===== src/port_pkg.sv =====
// Store port types
package port_pkg;

	// arbiter of the rom store
	typedef enum logic [1:0] {
		ST_IDLE,   // nothing granted
		ST_CPU,    // serving port 1
		ST_SND     // serving port 2
	} store_state_e;

	// one store access, carried on a port as its we level
	typedef enum logic {
		OP_READ  = 1'b0,
		OP_WRITE = 1'b1
	} access_op_e;

endpackage


===== src/rom_pkg.sv =====
// ROM memory map
package rom_pkg;

	// ========================================================================
	// word format
	// ========================================================================

	localparam int BYTE_W = 8;                 // one image byte
	localparam int WORD_W = 16;                // one store word
	localparam int DS_W   = WORD_W / BYTE_W;   // byte strobes per word

	// ========================================================================
	// download image layout
	// ========================================================================

	// byte address width of the loader stream
	localparam int IOCTL_AW = 25;

	// cpu image starts at byte 0 of the stream
	// sound image follows at a fixed byte offset, independent of the cpu image size
	localparam logic [IOCTL_AW-1:0] SND_BYTE_BASE = IOCTL_AW'(65536);

endpackage


===== src/download_writer.sv =====
// ROM download writer
`timescale 1ns/1ps

module download_writer #(
	parameter int CPU_ADDR_W = 16,
	parameter int SND_ADDR_W = 14,
	localparam int WA_W = ((CPU_ADDR_W > SND_ADDR_W) ? CPU_ADDR_W : SND_ADDR_W) - 1
) (
	input  logic                         clk_sys,
	input  logic                         rst,
	input  logic                         ioctl_download,
	input  logic                         ioctl_wr,
	input  logic [rom_pkg::IOCTL_AW-1:0] ioctl_addr,
	input  logic [rom_pkg::BYTE_W-1:0]   ioctl_dout,
	output logic                         p1_req,
	output logic                         p2_req,
	output logic [WA_W-1:0]              wr_addr,
	output logic [rom_pkg::DS_W-1:0]     wr_ds,
	output logic [rom_pkg::WORD_W-1:0]   wr_d,
	output logic                         rom_loaded,
	output logic                         game_reset
);

	logic                         wr_q;       // strobe delayed
	logic                         wr_edge;
	logic                         to_cpu;
	logic [rom_pkg::IOCTL_AW-1:0] snd_byte;   // byte offset inside the sound image
	port_pkg::access_op_e         op;
	logic                         dl_q;
	logic                         dl_end;

	// ========================================================================
	// byte stream to word writes
	// ========================================================================

	assign op       = ioctl_download ? port_pkg::OP_WRITE : port_pkg::OP_READ;
	assign wr_edge  = (op == port_pkg::OP_WRITE) && ioctl_wr && !wr_q;
	assign to_cpu   = ioctl_addr < rom_pkg::SND_BYTE_BASE;
	assign snd_byte = ioctl_addr - rom_pkg::SND_BYTE_BASE;

	always_ff @(posedge clk_sys) begin
		if (rst) begin
			wr_q   <= 1'b0;
			p1_req <= 1'b0;
			p2_req <= 1'b0;
		end else begin
			wr_q <= ioctl_wr;
			if (wr_edge) begin
				// exactly one port per byte
				if (to_cpu)
					p1_req <= ~p1_req;
				else
					p2_req <= ~p2_req;
			end
		end
	end

	// held until the next strobe, well past the ack
	always_ff @(posedge clk_sys) begin
		if (wr_edge) begin
			wr_addr <= to_cpu ? ioctl_addr[WA_W:1] : snd_byte[WA_W:1];
			wr_ds   <= {ioctl_addr[0], ~ioctl_addr[0]};   // odd byte -> high half
			wr_d    <= {ioctl_dout, ioctl_dout};
		end
	end

	// ========================================================================
	// end of download
	// ========================================================================

	always_ff @(posedge clk_sys) begin
		if (rst) begin
			dl_q       <= 1'b0;
			dl_end     <= 1'b0;
			rom_loaded <= 1'b0;
		end else begin
			dl_q   <= ioctl_download;
			dl_end <= dl_q & ~ioctl_download;   // falling edge seen
			if (dl_end)
				rom_loaded <= 1'b1;
		end
	end

	// game stays in reset until the image is in place
	always_ff @(posedge clk_sys) begin
		game_reset <= rst | ~rom_loaded;
	end

endmodule


===== config.mk =====
export PLATFORM = sky130hd
export DESIGN_NAME = download_writer
export DESIGN_NICKNAME = d
export VERILOG_FILES = /design/src/port_pkg.sv /design/src/rom_pkg.sv /design/src/download_writer.sv
export SDC_FILE = /design/constraint.sdc
export NUM_CORES = 1
export LEC_CHECK = 0
export ABC_AREA = 1
export BUFFER_PORTS_ARGS = -buffer_cell sky130_fd_sc_hd__buf_2
export CORE_UTILIZATION = 43
export DETAILED_ROUTE_END_ITERATION = 8
export HOLD_SLACK_MARGIN = 0.02
export MAX_ROUTING_LAYER = met4
export PLACE_DENSITY = 0.88
export RECOVER_POWER = 50
export SETUP_SLACK_MARGIN = 0.4
export SLEW_MARGIN = 0
export SYNTH_ARGS = -nofsm -noshare
export SYNTH_HDL_FRONTEND = slang
export SYNTH_SLANG_ARGS = --single-unit

===== constraint.sdc =====
create_clock -name clk_sys -period 3.8 [get_ports clk_sys]
set_input_delay 0.19 -clock clk_sys [delete_from_list [all_inputs] [get_ports clk_sys]]
set_output_delay 0.19 -clock clk_sys [all_outputs]
set_load 0.03 [all_outputs]

==> out/summary.txt <==
Netlist Area Pre-Place: 1104 sq um
Worst R2R Start: wr_q$_SDFF_PP0_
Area Growth Syn to Fin: 46.94%
Core Area: 2318 sq um
RSZ-0062 raised after global routing: false
critical path depth: 2
Worst EP required: 3820 ps
drt first pass iters: 4
Clock Latency Late Sink: 330 ps
slowest CP cell: nor3_4
Seq. cell area: 890.9 sq um
P per Cell Area: 405.0 nW/um^2
setup slack after layout: 2244 ps
Comb power frac: 13.1%
Least-Margin Pin Slew: 618.2 ps
status: finished, final reports clean
Int Pwr: 0.4932 mW
die span in x: 52.66 um
Clock Sinks: 32
post-DR wirelength/cell: 12.54 um
Sequential Power Share: 60.4%
drt first-iter violations: 19
Final Hold Fails: 0
Reg2Reg Depth: 2
FF-to-FF setup slack: 2240 ps
die area: 2773 sq um
pre-CTS setup slack: 2280 ps
DRC: 0
clock root buffer: clkbuf_4
Max Slew Vio Count: 0
CTS tree: built
FP Rows: 17
Vias/cell: 4.403
# setup viols final: 0
register area share after synthesis: 80.73%
Final min period: 1556 ps
crit share post-route: 40.95%
Ant. Diodes: 0
GRT overflow: 0
Hold Path Class: in2reg
relative slew slack: 58.65%
port bufs: 73
hpwl dp: 1.558 mm
worst-case clock buffer depth: 2
crit path DAT: 1580 ps
sw power: 0.1636 mW
Setup crit end kind: flip-flop
CTS clk-pin slew, worst paths: 90 ps
routability cong.: 0.6556
Mean Syn Cell Area: 14.71 sq um
Num CTS Buffers: 5
routed wire length: 2.395 mm
crit path buf inv count: 1
post-synth cell types: 11
Max Clock Freq: 0.6426 GHz
Mapped Cells: 75
# Post-CTS Setup Buffers: 0
Setup crit end: wr_d[14]$_DFFE_PP_
Worst Setup SP: wr_q$_SDFF_PP0_
Max IR drop VDD: 0.3219 mV
crit-path cells: nor3_4 > buf_4
number of antenna violations at the first check in global routing: 0
number of global-route vias before repair: 804
max cap viols: 0
global-route wire length before repair: 3.436 mm
worst-path maximum fanout: 16
Final Skew: 9.013 ps
final hold slack: 39.49 ps
P_leak: 0.7144 nW
Post-Syn Nets: 112
Switching Fraction: 24.91%
Seq cells post-synth: 32
critical path class: reg2reg
largest net degree at the start of global routing: 17
routed vias: 841
filler cell count: 185
Setup TNS: 0 ps
Worst setup SP type: flip-flop
Final #Nets: 199
area of the multi-input gates: 122.6 sq um
fraction of layout cells with a size suffix above 1: 40.49%
Starting Density: 47.60%
H-tree depth: 2
gr usage total: 19.30%
slowest stage delay, CP: 550 ps
FF-to-FF End: wr_d[14]$_DFFE_PP_
IO Pins: 74
DIE HEIGHT: 52.66 um
Clock Power Share: 26.5%
Detail Route Antenna Nets: 0
Syn. warnings: 0
CP top delay family: simple AND/OR/NAND/NOR gates
==> registers in the layout, indices dropped and copies added (netlist names) <==
register / flops
dl_end: 1
dl_q: 1
game_reset: 1
p1_req: 1
p2_req: 1
rom_loaded: 1
wr_addr: 15
wr_d: 8
wr_ds: 2
wr_q: 1
==> placed cells by master (no fill, tap or decap) <==
master,instances
nor3_4,1
dfxtp_1,7
clkbuf_4,5
nand3_1,4
buf_2,56
nor2_2,1
inv_1,8
clkbuf_1,17
dlygate4sd3_1,14
clkinv_2,2
clkinv_1,1
a21oi_1,1
nor2_1,10
edfxtp_1,25
buf_4,1
nand2_1,10
==> worst min path at each step <==
stage | start | cells after the start | to
finish | ioctl_dout[6] | 1 | wr_d[14]$_DFFE_PP_
global placement | ioctl_addr[2] | 1 | wr_addr[1]$_DFFE_PP_
floorplan | rst | 1 | p1_req$_SDFFE_PP0P_
CTS | ioctl_addr[1] | 1 | wr_addr[0]$_DFFE_PP_
global route | ioctl_addr[1] | 1 | wr_addr[0]$_DFFE_PP_
detailed placement | ioctl_addr[5] | 1 | wr_addr[4]$_DFFE_PP_
==> cell usage after synthesis <==
| cell type | instances | area, sq um |
|---|---|---|
| nand2_1 | 10 | 37.54 |
| nor2_2 | 1 | 6.260 |
| inv_2 | 1 | 3.750 |
| nand3_1 | 4 | 20.02 |
| dfxtp_1 | 7 | 140.1 |
| a21oi_1 | 1 | 5.000 |
| edfxtp_1 | 25 | 750.7 |
| inv_1 | 7 | 26.28 |
| nor2_1 | 10 | 37.54 |
| buf_4 | 8 | 60.06 |
| nor3_4 | 1 | 16.27 |
==> cell type report <==
type,count,area share (%)
flip-flops and latches,32,54.94
inverters,8,1.852
clock inverters,3,0.8488
multi-input cells,27,7.562
repair buffers,88,30.32
clock buffers,5,2.315
well taps,28,2.160
==> per-stage QoR <==
step | utilization, % | cell area, sq um | power (mW) | instances
2_1_floorplan | - | 1104 | 0.4496 | 75
3_3_place_gp | 62.60 | 1451 | 0.4775 | 169
3_5_place_dp | 62.60 | 1451 | 0.4803 | 169
4_1_cts | 69.13 | 1603 | 0.6604 | 187
5_1_grt | 69.94 | 1622 | 0.6843 | 191
6_report | 69.94 | 1622 | 0.6567 | 191
==> power by group through the flow <==
stage | clock network (mW) | registers (mW) | logic [mW]
after floorplan | 0 | 0.428 | 0.0217
after global placement | 0 | 0.404 | 0.0736
after detailed placement | 0 | 0.404 | 0.0760
after CTS | 0.180 | 0.396 | 0.0837
after global routing | 0.194 | 0.398 | 0.0921
final | 0.174 | 0.397 | 0.0860
==> per-layer routing <==
metal / wire [um] / vias up / part of all wire (%) / global-route usage (%)
li1: - / 419 / - / -
met1: 943 / 367 / 39 / 20.08
met2: 1211 / 49 / 51 / 31.01
met3: 198 / 6 / 8.3 / 6.957
met4: 41 / 0 / 1.7 / 11.84
met5: 0 / - / 0 / -
==> worst register-to-register path, cell delays in order, from the launching register on <==
cell and delay [ps]:
dfxtp_1 340, nor3_4 550, buf_4 350
==> kinds of logic after synthesis <==
family                 count (synthesis)  synth area share (%)
DFF                                   32                 80.73
buffers and inverters                 16                 8.164
and+or+nand+nor                       26                 10.66
AOI/OAI and AO/OA                      1                0.4531
==> repair_timing <==
item                      in CTS  in global routing
gates resized for setup        0                  0
hold buffers                  10                  4
hold endpoints to repair      10                  4
Power figures use the tool's default switching activity.
