`src/rom_pkg.sv`:
```
// ROM memory map
package rom_pkg;

	// ========================================================================
	// word format
	// ========================================================================

	localparam int BYTE_W = 8;                 // one image byte
	localparam int WORD_W = 16;                // one store word
	localparam int DS_W   = WORD_W / BYTE_W;   // byte strobes per word

	// ========================================================================
	// download image layout
	// ========================================================================

	// byte address width of the loader stream
	localparam int IOCTL_AW = 25;

	// cpu image starts at byte 0 of the stream
	// sound image follows at a fixed byte offset, independent of the cpu image size
	localparam logic [IOCTL_AW-1:0] SND_BYTE_BASE = IOCTL_AW'(65536);

endpackage

```
`src/rom_fetch.sv`:
```
// ROM fetch port
`timescale 1ns/1ps

module rom_fetch #(
	parameter int ADDR_W = 16
) (
	input  logic                       clk_sys,
	input  logic                       rst,
	input  logic [ADDR_W-1:0]          rom_addr,
	input  logic                       rom_rd,
	input  logic                       ack,
	input  logic [rom_pkg::WORD_W-1:0] q,
	output logic                       req,
	output logic [ADDR_W-2:0]          word_addr,   // last word requested
	output logic [rom_pkg::BYTE_W-1:0] rom_do,
	output logic                       ready
);

	logic                       busy;
	logic                       ack_exp;     // ack level that ends this fetch
	logic                       have_word;
	logic                       new_word;
	logic                       done;
	logic [rom_pkg::WORD_W-1:0] word_q;

	// nothing held yet, or the cpu moved to another word
	assign new_word = rom_rd && (!have_word || rom_addr[ADDR_W-1:1] != word_addr);
	assign done     = busy && (ack == ack_exp);
	assign ready    = !busy;

	always_ff @(posedge clk_sys) begin
		if (rst) begin
			req       <= 1'b0;
			busy      <= 1'b0;
			ack_exp   <= 1'b0;
			have_word <= 1'b0;
		end else if (busy) begin
			if (done)
				busy <= 1'b0;
		end else if (new_word) begin
			req       <= ~req;
			ack_exp   <= ~ack;   // store flips ack once for this request
			busy      <= 1'b1;
			have_word <= 1'b1;
		end
	end

	always_ff @(posedge clk_sys) begin
		if (!busy && new_word)
			word_addr <= rom_addr[ADDR_W-1:1];   // stays put while pending
		if (done)
			word_q <= q;
	end

	// byte lane from the current address
	assign rom_do = rom_addr[0] ? word_q[rom_pkg::WORD_W-1:rom_pkg::BYTE_W]
	                            : word_q[rom_pkg::BYTE_W-1:0];

	a_no_flip_busy: assert property (@(posedge clk_sys) disable iff (rst)
		!ready |=> $stable(req));

endmodule

```
`config.mk`:
```
export PLATFORM = sky130hd
export DESIGN_NAME = rom_fetch
export DESIGN_NICKNAME = d
export VERILOG_FILES = /design/src/rom_pkg.sv /design/src/rom_fetch.sv
export SDC_FILE = /design/constraint.sdc
export NUM_CORES = 1
export LEC_CHECK = 0
export ABC_AREA = 1
export BUFFER_PORTS_ARGS = -buffer_cell sky130_fd_sc_hd__buf_2
export CELL_PAD_IN_SITES_DETAIL_PLACEMENT = 1
export CELL_PAD_IN_SITES_GLOBAL_PLACEMENT = 1
export CORE_UTILIZATION = 32
export CTS_CLUSTER_DIAMETER = 120
export DETAILED_ROUTE_END_ITERATION = 10
export GPL_TIMING_DRIVEN = 1
export PLACE_DENSITY = 0.78
export SKIP_CTS_REPAIR_TIMING = 1
export SYNTH_ARGS = -nofsm -noshare
export SYNTH_HDL_FRONTEND = slang
export SYNTH_SLANG_ARGS = --single-unit
```
`constraint.sdc`:
```
create_clock -name clk_sys -period 1.65 [get_ports clk_sys]
set_clock_uncertainty 0.2 [all_clocks]
set_input_delay 0.0825 -clock clk_sys [delete_from_list [all_inputs] [get_ports clk_sys]]
set_output_delay 0.0825 -clock clk_sys [all_outputs]
set_load 0.005 [all_outputs]
```
==> results of run 1 <==
==> synthesized netlist by cell type, drive strengths merged <==
master / number / area, sq um
a21oi: 4 / 20.0
buf: 1 / 5.00
dfxtp: 4 / 80.1
edfxtp: 31 / 931
inv: 30 / 113
mux2: 8 / 90.1
nand2: 45 / 171
nand3: 2 / 10.0
nor2: 21 / 83.8
o21ai: 1 / 5.00
xor2: 1 / 8.76
==> routing by layer <==
| metal | routed length (um) | vias up | track usage |
|---|---|---|---|
| li1 | - | 676 | - |
| met1 | 1450 | 600 | 0.155 |
| met2 | 2030 | 47 | 0.233 |
| met3 | 276 | 5 | 0.0484 |
| met4 | 39 | 0 | 0.0467 |
| met5 | 0 | - | 0 |
==> per-stage QoR <==
stage                     cells  TNS (ns)
after CTS                   276     -1.01
after global placement      268    -0.365
after global routing        309     -2.65
after floorplan             148    -0.710
final                       309    -0.962
after detailed placement    268    -0.747
==> power groups by stage <==
stage	clock network [mW]	registers [mW]	logic (mW)
3_5_place_dp	0	1.07	0.248
2_1_floorplan	0	1.07	0.108
6_report	0.586	1.05	0.314
3_3_place_gp	0	1.07	0.239
4_1_cts	0.615	1.05	0.248
5_1_grt	0.652	1.06	0.349
==> cell families after synthesis <==
family,synth area share
AO/OA/AOI/OAI,0.0165
XOR/XNOR,0.00577
buffers and inverters,0.0775
flip-flops,0.666
multiplexers,0.0594
AND/OR/NAND/NOR,0.175
==> sequential cells by signal, summed over array words and instances, names as in the netlist <==
name	cells
have_word	1
word_addr	15
ack_exp	1
word_q	16
busy	1
req	1
==> worst reg2reg max path: cells and delay by family (launching register included) <==
| family | cells | cell delay [ns] |
|---|---|---|
| buffers and inverters | 2 | 0.26 |
| flip-flops | 1 | 0.40 |
| AND/OR/NAND/NOR | 7 | 0.63 |
==> path summary, 6_finish.rpt <==
kind,start,to,cells after the start
max reg2reg,word_addr[12],word_addr[4],9
min,rom_rd,busy,6
min reg2reg,have_word,have_word,2
max,word_addr[12],word_addr[4],9
==> final cells by class <==
class | count | area, sq um | area share
tap | 52 | 65.1 | 0.0272
sequential | 35 | 1010 | 0.423
timing repair buffer | 102 | 711 | 0.297
clock buffer | 7 | 76.3 | 0.0319
inverter | 30 | 116 | 0.0487
clock inverter | 1 | 5.00 | 0.00209
multi-input combinational | 82 | 405 | 0.170
==> results.cfg, run 1 <==
[clock_network]
clkSinkCount = 35
cts_tree = built
clock_latency_ns = 0.28
h-tree-depth = 2
clk_pin_slew_worst_paths_ns = 0.07
clk_root_buffer_cell = sky130_fd_sc_hd__clkbuf_8
max-clock-path-buffers = 2
numCtsBuffers = 5

[finish]
ant_diodes = 0
final_core_utilization = 0.538
area_growth_syn_to_layout_pct = 57.5
num-nets-final = 292
layout.filler_cells = 515
layout_common_cells = sky130_fd_sc_hd__buf_2 (60), sky130_fd_sc_hd__nand2_1 (43), sky130_fd_sc_hd__dlygate4sd3_1 (33)
drive_gt1_frac = 0.362
layout_cell_area_excl_fill_sq_mm = 0.00239
mostFrequentLayoutCell = sky130_fd_sc_hd__buf_2

[power_and_ir_drop]
ir_worst_vdd_v = 0.000405
power_switching_mw = 0.456
seq_power_share = 0.538
power.switching_fraction = 0.234
power.share.clock = 0.301
power.density_mw_per_mm2 = 816
total_power_mw = 1.95
power.share.combinational = 0.161
leakagePower_nw = 1.15
p_int_mw = 1.49

[place]
detailed_place_hpwl_um = 2480
pre_cts_slack_ns = -0.0503
numPortBuffers = 60
place_area_sq_mm = 0.00197
gpl.final_weighted_congestion = 0.725

[critical_path]
critical_path.top_delay_family = simple AND/OR/NAND/NOR gates
cp.buffers_inverters = 2
critPathSlowestCell = sky130_fd_sc_hd__edfxtp_1
timing.critical_path.from_type = flip-flop
critPathCaptureType = flip-flop
cp_max_fo = 15
timing.setup.critical_path_class = reg2reg
r2r_slack_ns = -0.07
timing.critical_path.cells = nor2_1, nor2_1, nor2_1, nand2_1, nor2_2, nand2_2, nand2_2, clkinvlp_4, buf_12
cp.arrival_ns = 1.57
crit_required_ns = 1.50
cp_common_cell = sky130_fd_sc_hd__nor2_1
max_stage_delay_ns = 0.40

[synthesis]
yosysWarnings = 0
syn_area_per_cell_sq_um = 10.3
ys_ff_latch = 35
mappedNetlistArea_sq_mm = 0.00152
synth.lib_cells_used.distinct = 13
post_synth_inst_count = 148
yosysSeqAreaShare = 0.666
synth_nets = 184

[die]
die-area_sq_mm = 0.00502
die_h_um = 70.9
floorplan.rows = 24
floorplan.initialDensity = 0.341
boundaryPins = 61
die-width_um = 70.9
core-area_sq_mm = 0.00444

[outcome]
violated_checks = design-rule violations, negative setup slack
outcome = complete, but fails checks

[timing]
maxSlewHeadroom = 0.858
layout_min_cycle_time_ns = 1.72
fin_ws_ns = -0.0674
hold_ws_ns = 0.107
fin_crit_sh = 1.04
final-max-slew-violation-count = 0
hold_viol = 0
timing_worst_slew_pin_value_ns = 0.213
fmax_mhz = 582
report.final.setup_viol = 15
rsz0062_at_grt = yes

[route]
vias_per_cell = 4.30
dr.pass1.iters = 7
drtAntennaViolNets = 0
drtIter0Drc = 56
postRouteWirelength_um = 3800
route.vias.total = 1328
detail_route.drc_violations = 12
drt_wl_cell_um = 12.3

[global_routing]
grt.overflow.total = 0
gr-usage-all-layers = 0.135
global_route_wire_length_before_repair_um = 5180
grt_start_max_net_pins = 17
first_global_vias = 1183
antenna_found_initial = 0

[worst_hold_path]
min-delay-path-class = in2reg

[run]
maxCapViolations = 0
(Power assumes the default switching activity.)
==> inputs of run 2 (changes only) <==
--- a/config.mk
+++ b/config.mk
@@ -9,12 +9,10 @@
 export BUFFER_PORTS_ARGS = -buffer_cell sky130_fd_sc_hd__buf_2
 export CELL_PAD_IN_SITES_DETAIL_PLACEMENT = 1
 export CELL_PAD_IN_SITES_GLOBAL_PLACEMENT = 1
-export CORE_UTILIZATION = 32
-export CTS_CLUSTER_DIAMETER = 120
+export CORE_UTILIZATION = 30
 export DETAILED_ROUTE_END_ITERATION = 10
 export GPL_TIMING_DRIVEN = 1
-export PLACE_DENSITY = 0.78
-export SKIP_CTS_REPAIR_TIMING = 1
+export PLACE_DENSITY = 0.74
 export SYNTH_ARGS = -nofsm -noshare
 export SYNTH_HDL_FRONTEND = slang
 export SYNTH_SLANG_ARGS = --single-unit
==> results.cfg, run 2 (synthesis gave the netlist of run 1 again) <==
[outcome]
outcome = complete, but fails checks
violated_checks = negative setup slack

[global_routing]
busiest_layer = met2
gr-usage-all-layers = 0.154
grt.overflow.total = 0
global_route_wire_length_before_repair_um = 6040
antenna_found_initial = 0
grt.met3_usage = 0.0373
gr-usage-met2 = 0.283
grt_start_max_net_pins = 17
first_global_vias = 1361
grt_util_met1 = 0.174

[die]
die-width_um = 73.1
die_h_um = 73.1
boundaryPins = 61
core-area_sq_mm = 0.00479
die-area_sq_mm = 0.00535
floorplan.initialDensity = 0.317
floorplan.rows = 25

[worst_hold_path]
min-delay-path-class = in2reg
hold_start = rom_rd
worst_hold_path.num_cells = 6
hold-path-endpoint = ack_exp

[critical_path]
timing.critical_path.cells = nand2_1, nand2_1, nor2_2, nand2_1, nor2_2, nand2_2, nand2_4, clkinvlp_4, buf_12
cp_max_fo = 15
crit_required_ns = 1.49
max_stage_delay_ns = 0.40
worst_flop_to_flop_path_endpoint = word_addr[9]
timing.rr.start = word_addr[7]
cp.arrival_ns = 1.53
critPathSlowestCell = sky130_fd_sc_hd__edfxtp_1
cp_common_cell = sky130_fd_sc_hd__nand2_1
timing.setup.critical_path_class = reg2reg
cp.buffers_inverters = 2
timing.critical_path.from_type = flip-flop
reg2regPathDepth = 9
critPathCaptureType = flip-flop
r2r_slack_ns = -0.03
critical_path.top_delay_family = simple AND/OR/NAND/NOR gates

[clock_network]
cts_tree = built
h-tree-depth = 2
max-clock-path-buffers = 2
clock_latency_ns = 0.28
clk_root_buffer_cell = sky130_fd_sc_hd__clkbuf_8
clk_pin_slew_worst_paths_ns = 0.07
clkSinkCount = 35
numCtsBuffers = 5

[route]
postRouteWirelength_um = 3890
drtAntennaViolNets = 0
dr.pass1.iters = 4
drt_wl_cell_um = 11.9
detail_route.drc_violations = 0
route.vias.total = 1334
drtIter0Drc = 60
vias_per_cell = 4.09

[finish]
top_regs = word_q: 16 flops, word_addr: 15 flops
num-nets-final = 294
drive_gt1_frac = 0.398
largest_register = word_q
layout_common_cells = sky130_fd_sc_hd__buf_2 (60), sky130_fd_sc_hd__nand2_1 (41), sky130_fd_sc_hd__dlygate4sd3_1 (33)
mostFrequentLayoutCell = sky130_fd_sc_hd__buf_2
area_growth_syn_to_layout_pct = 61.9
fin_cells = 326
ant_diodes = 0
largest_register_ff_count = 16

[power_and_ir_drop]
power.density_mw_per_mm2 = 795
power.share.combinational = 0.168
leakagePower_nw = 1.16
power.share.clock = 0.294
power_switching_mw = 0.460
power.switching_fraction = 0.236
seq_power_share = 0.538
p_int_mw = 1.49
ir_worst_vdd_v = 0.000381
total_power_mw = 1.95

[timing]
setup-tns-final_ns = -0.472
timing_worst_slew_pin_value_ns = 0.272
final-max-slew-violation-count = 0
fin_crit_sh = 1.02
hold_ws_ns = 0.188
rsz0062_at_grt = yes
report.final.setup_viol = 17
layout_min_cycle_time_ns = 1.68
maxSlewHeadroom = 0.818
fin_ws_ns = -0.0330
fmax_mhz = 594
hold_viol = 0

[place]
dp_cells = 282
pre_cts_slack_ns = -0.0594
detailed_place_hpwl_um = 2510
numPortBuffers = 60
gpl.final_weighted_congestion = 0.689

[run]
maxCapViolations = 0
[run 2: how the worst max path moves through the flow]
| stage | end | start | slack [ns] | cells after the start |
|---|---|---|---|---|
| global placement | word_addr[1] | word_addr[6] | -0.03 | 9 |
| finish | word_addr[9] | word_addr[7] | -0.03 | 9 |
| CTS | word_addr[5] | word_addr[4] | -0.06 | 9 |
| detailed placement | word_addr[2] | word_addr[6] | -0.06 | 9 |
| floorplan | word_addr[0] | word_addr[12] | -0.05 | 8 |
| global route | busy | word_addr[14] | -0.14 | 12 |
[run 2: layout make-up]
cell class / instances / area (sq um)
Fill cell: 568 / 2330
Sequential cell: 35 / 1010
Timing Repair Buffer: 104 / 729
Multi-Input combinational cell: 82 / 437
Inverter: 30 / 116
Tap cell: 67 / 83.8
Clock buffer: 6 / 72.6
Clock inverter: 2 / 7.51
[run 2: power groups by stage]
stage	Sequential [mW]	Combinational, mW	Clock [mW]
finish	1.05	0.329	0.574
global route	1.06	0.366	0.633
CTS	1.05	0.311	0.587
detailed placement	1.07	0.246	0
global placement	1.07	0.240	0
floorplan	1.07	0.108	0
[run 2: timing repair]
| action | 4_1_cts | 5_1_grt |
|---|---|---|
| setup buffers | 1 | 2 |
| hold endpoints to repair | 35 | 0 |
| pin swaps | 4 | 4 |
| hold buffers | 33 | 0 |
| gates resized for setup | 0 | 15 |
| setup endpoints to repair | 15 | 19 |
[run 2: metal layers]
| metal | vias up | part of all wire | wire length (um) |
|---|---|---|---|
| met5 | - | 0 | 0 |
| met2 | 25 | 0.55 | 2140 |
| met4 | 0 | 0.0080 | 31 |
| met3 | 4 | 0.033 | 127 |
| li1 | 681 | - | - |
| met1 | 624 | 0.41 | 1590 |
[run 2: through the flow]
step,instance area (sq um),util
4_1_cts,2400,0.501
3_3_place_gp,1980,0.413
2_1_floorplan,1530,-
6_report,2460,0.513
5_1_grt,2460,0.513
3_5_place_dp,1980,0.413
[run 2: worst reg2reg max path, stage by stage (launching register included)]
cell                         delay [ns]
sky130_fd_sc_hd__edfxtp_1          0.40
sky130_fd_sc_hd__nand2_1           0.09
sky130_fd_sc_hd__nand2_1           0.07
sky130_fd_sc_hd__nor2_2            0.11
sky130_fd_sc_hd__nand2_1           0.07
sky130_fd_sc_hd__nor2_2            0.11
sky130_fd_sc_hd__nand2_2           0.08
sky130_fd_sc_hd__nand2_4           0.07
sky130_fd_sc_hd__clkinvlp_4        0.09
sky130_fd_sc_hd__buf_12            0.16
==> inputs of run 3 (changes only) <==
--- a/config.mk
+++ b/config.mk
@@ -5,14 +5,13 @@
 export SDC_FILE = /design/constraint.sdc
 export NUM_CORES = 1
 export LEC_CHECK = 0
-export ABC_AREA = 1
 export BUFFER_PORTS_ARGS = -buffer_cell sky130_fd_sc_hd__buf_2
 export CELL_PAD_IN_SITES_DETAIL_PLACEMENT = 1
 export CELL_PAD_IN_SITES_GLOBAL_PLACEMENT = 1
 export CORE_UTILIZATION = 30
 export DETAILED_ROUTE_END_ITERATION = 10
 export GPL_TIMING_DRIVEN = 1
-export PLACE_DENSITY = 0.74
+export PLACE_DENSITY = 0.72
 export SYNTH_ARGS = -nofsm -noshare
 export SYNTH_HDL_FRONTEND = slang
 export SYNTH_SLANG_ARGS = --single-unit
==> results.cfg, run 3 <==
[route]
met3WireLength_um = 209
postRouteWirelength_um = 3160
vias_per_cell = 4.35
drtIter0Drc = 62
drtAntennaViolNets = 0
met2RoutedLength_um = 1610
route.vias.total = 1045
route.top_layer_used = met4
dr.pass1.iters = 4
detail_route.drc_violations = 0
route.layer.met1.wl_um = 1310
drt_wl_cell_um = 13.2

[synthesis]
synth_most_common_cell = sky130_fd_sc_hd__edfxtp_1
synth_async_reset_ratio = 0
post_synth_inst_count = 77
syn_area_per_cell_sq_um = 17.8
yosysSeqAreaShare = 0.739
ys_ff_latch = 35
yosysWarnings = 0
edff_count_synth = 31
yosys.area.top_type = sky130_fd_sc_hd__edfxtp_1
synthTopCellsByCount = sky130_fd_sc_hd__edfxtp_1 (31), sky130_fd_sc_hd__xnor2_1 (16), sky130_fd_sc_hd__mux2_2 (8)
synth_nets = 113
dominantRegCellSynth = sky130_fd_sc_hd__edfxtp_1
mappedNetlistArea_sq_mm = 0.00137
yosys-top-cells-area = sky130_fd_sc_hd__edfxtp_1 (68%), sky130_fd_sc_hd__xnor2_1 (10%), sky130_fd_sc_hd__mux2_2 (6.6%)
yosys.area.top_type_share = 0.680
synth.lib_cells_used.distinct = 16

[die]
die_h_um = 69.5
die-width_um = 69.5
floorplan.initialDensity = 0.312
core-area_sq_mm = 0.00438
die-area_sq_mm = 0.00484
boundaryPins = 61
floorplan.rows = 24

[finish]
layout.filler_cells = 461
layout_cell_area_excl_fill_sq_mm = 0.00228
layout_common_cells = sky130_fd_sc_hd__buf_2 (60), sky130_fd_sc_hd__dlygate4sd3_1 (34), sky130_fd_sc_hd__edfxtp_1 (31)
num-nets-final = 223
largest_register = word_q
drive_gt1_frac = 0.468
fin_cells = 240
mostFrequentLayoutCell = sky130_fd_sc_hd__buf_2
area_growth_syn_to_layout_pct = 66.8
largest_register_ff_count = 16
ant_diodes = 0
top_regs = word_q: 16 flops, word_addr: 15 flops

[critical_path]
critPathCaptureType = flip-flop
crit_required_ns = 1.45
critPathSlowestCell = sky130_fd_sc_hd__nor3b_4
timing.setup.critical_path_class = reg2reg
worst_flop_to_flop_path_endpoint = word_addr[10]
timing.critical_path.from_type = flip-flop
cp.arrival_ns = 1.72
r2r_slack_ns = -0.27
critical_path.top_delay_family = simple AND/OR/NAND/NOR gates
max_stage_delay_ns = 0.45
timing.rr.start = word_addr[3]
cp_max_fo = 8
cp.buffers_inverters = 1
timing.critical_path.cells = xnor2_1, nand4_1, nor4_4, nor3b_4, buf_12
reg2regPathDepth = 5

[timing]
fmax_mhz = 522
setup-tns-final_ns = -4.56
rsz0062_at_grt = yes
final-max-slew-violation-count = 0
timing_worst_slew_pin_value_ns = 0.499
report.final.setup_viol = 19
fin_crit_sh = 1.16
layout_min_cycle_time_ns = 1.92
fin_ws_ns = -0.267
hold_viol = 0
maxSlewHeadroom = 0.667

[clock_network]
max-clock-path-buffers = 2
h-tree-depth = 2
numCtsBuffers = 5
clk_root_buffer_cell = sky130_fd_sc_hd__clkbuf_8
clkSinkCount = 35
cts_tree = built
clock_latency_ns = 0.28
clk_pin_slew_worst_paths_ns = 0.07

[outcome]
outcome = complete, but fails checks
violated_checks = negative setup slack

[run]
maxCapViolations = 0

[worst_hold_path]
min-delay-path-class = reg2reg
worst_hold_path.num_cells = 1
hold_start = have_word
hold-path-endpoint = have_word

[power_and_ir_drop]
leakagePower_nw = 0.927
ir_worst_vdd_v = 0.000483
power.density_mw_per_mm2 = 852
total_power_mw = 1.95

[place]
numPortBuffers = 60
dp_cells = 196
gpl.final_weighted_congestion = 0.715
place_area_sq_mm = 0.00183
pre_cts_slack_ns = -0.286
detailed_place_hpwl_um = 2210

[global_routing]
grt.overflow.total = 0
first_global_vias = 1187
antenna_found_initial = 0
gr-usage-all-layers = 0.143
grt_start_max_net_pins = 17
global_route_wire_length_before_repair_um = 5320
## run 3: how the worst max path moves through the flow
stage	from	end	cells after the start
global placement	word_addr[7]	req	5
floorplan	word_addr[3]	req	5
detailed placement	word_addr[10]	req	5
finish	word_addr[3]	word_addr[10]	5
CTS	word_addr[3]	word_addr[2]	5
global route	word_addr[13]	word_addr[2]	5
## run 3: area by class of cell
type	count	area, sq um	share of cell area
clock inverter	1	5.00	0.00219
timing repair buffer	104	757	0.332
clock buffer	7	76.3	0.0334
inverter	2	7.51	0.00329
tap	52	65.1	0.0285
sequential	35	1010	0.443
multi-input combinational	39	362	0.158
## run 3: worst reg2reg max path: cells and delay by family, from the launching register on
kind,cells,cell delay [ns]
xor gates and xnor gates,1,0.15
buffers and inverters,1,0.19
DFF,1,0.42
and+or+nand+nor,3,0.68
## run 3: layer usage
metal,vias to the layer above,GRT usage
met5,-,0
met4,0,0.0408
met3,2,0.0596
met2,46,0.251
met1,491,0.157
li1,506,-
## run 3: what timing repair did
| action | 4_1_cts | 5_1_grt |
|---|---|---|
| hold endpoints to repair | 35 | 0 |
| pin swaps | 3 | 1 |
| gates resized for setup | 2 | 0 |
| hold buffers | 34 | 0 |
| buffers inserted | 0 | 2 |
| endpoints found under the setup margin | 19 | 19 |
## run 3: power breakdown
| part | leakage (nW) | switching, mW | internal (mW) |
|---|---|---|---|
| clock network | 0.0422 | 0.290 | 0.296 |
| registers | 0.324 | 0.0263 | 1.03 |
| logic | 0.560 | 0.113 | 0.195 |
## run 3: metrics by stage
| step | hold slack, ns | utilization |
|---|---|---|
| floorplan | -0.0186 | - |
| global placement | 0.0615 | 0.418 |
| detailed placement | 0.0609 | 0.418 |
| CTS | 0.272 | 0.517 |
| global route | 0.286 | 0.521 |
| finish | 0.268 | 0.521 |
## run 3: kinds of logic (layout without fill, tap and decap cells)
group,after synthesis,in the layout,synth area share
simple gates,11,11,0.0548
mux,9,9,0.0768
flops,35,35,0.739
buf+inv,3,114,0.00823
xor+xnor,16,16,0.102
compound gates,3,3,0.0192
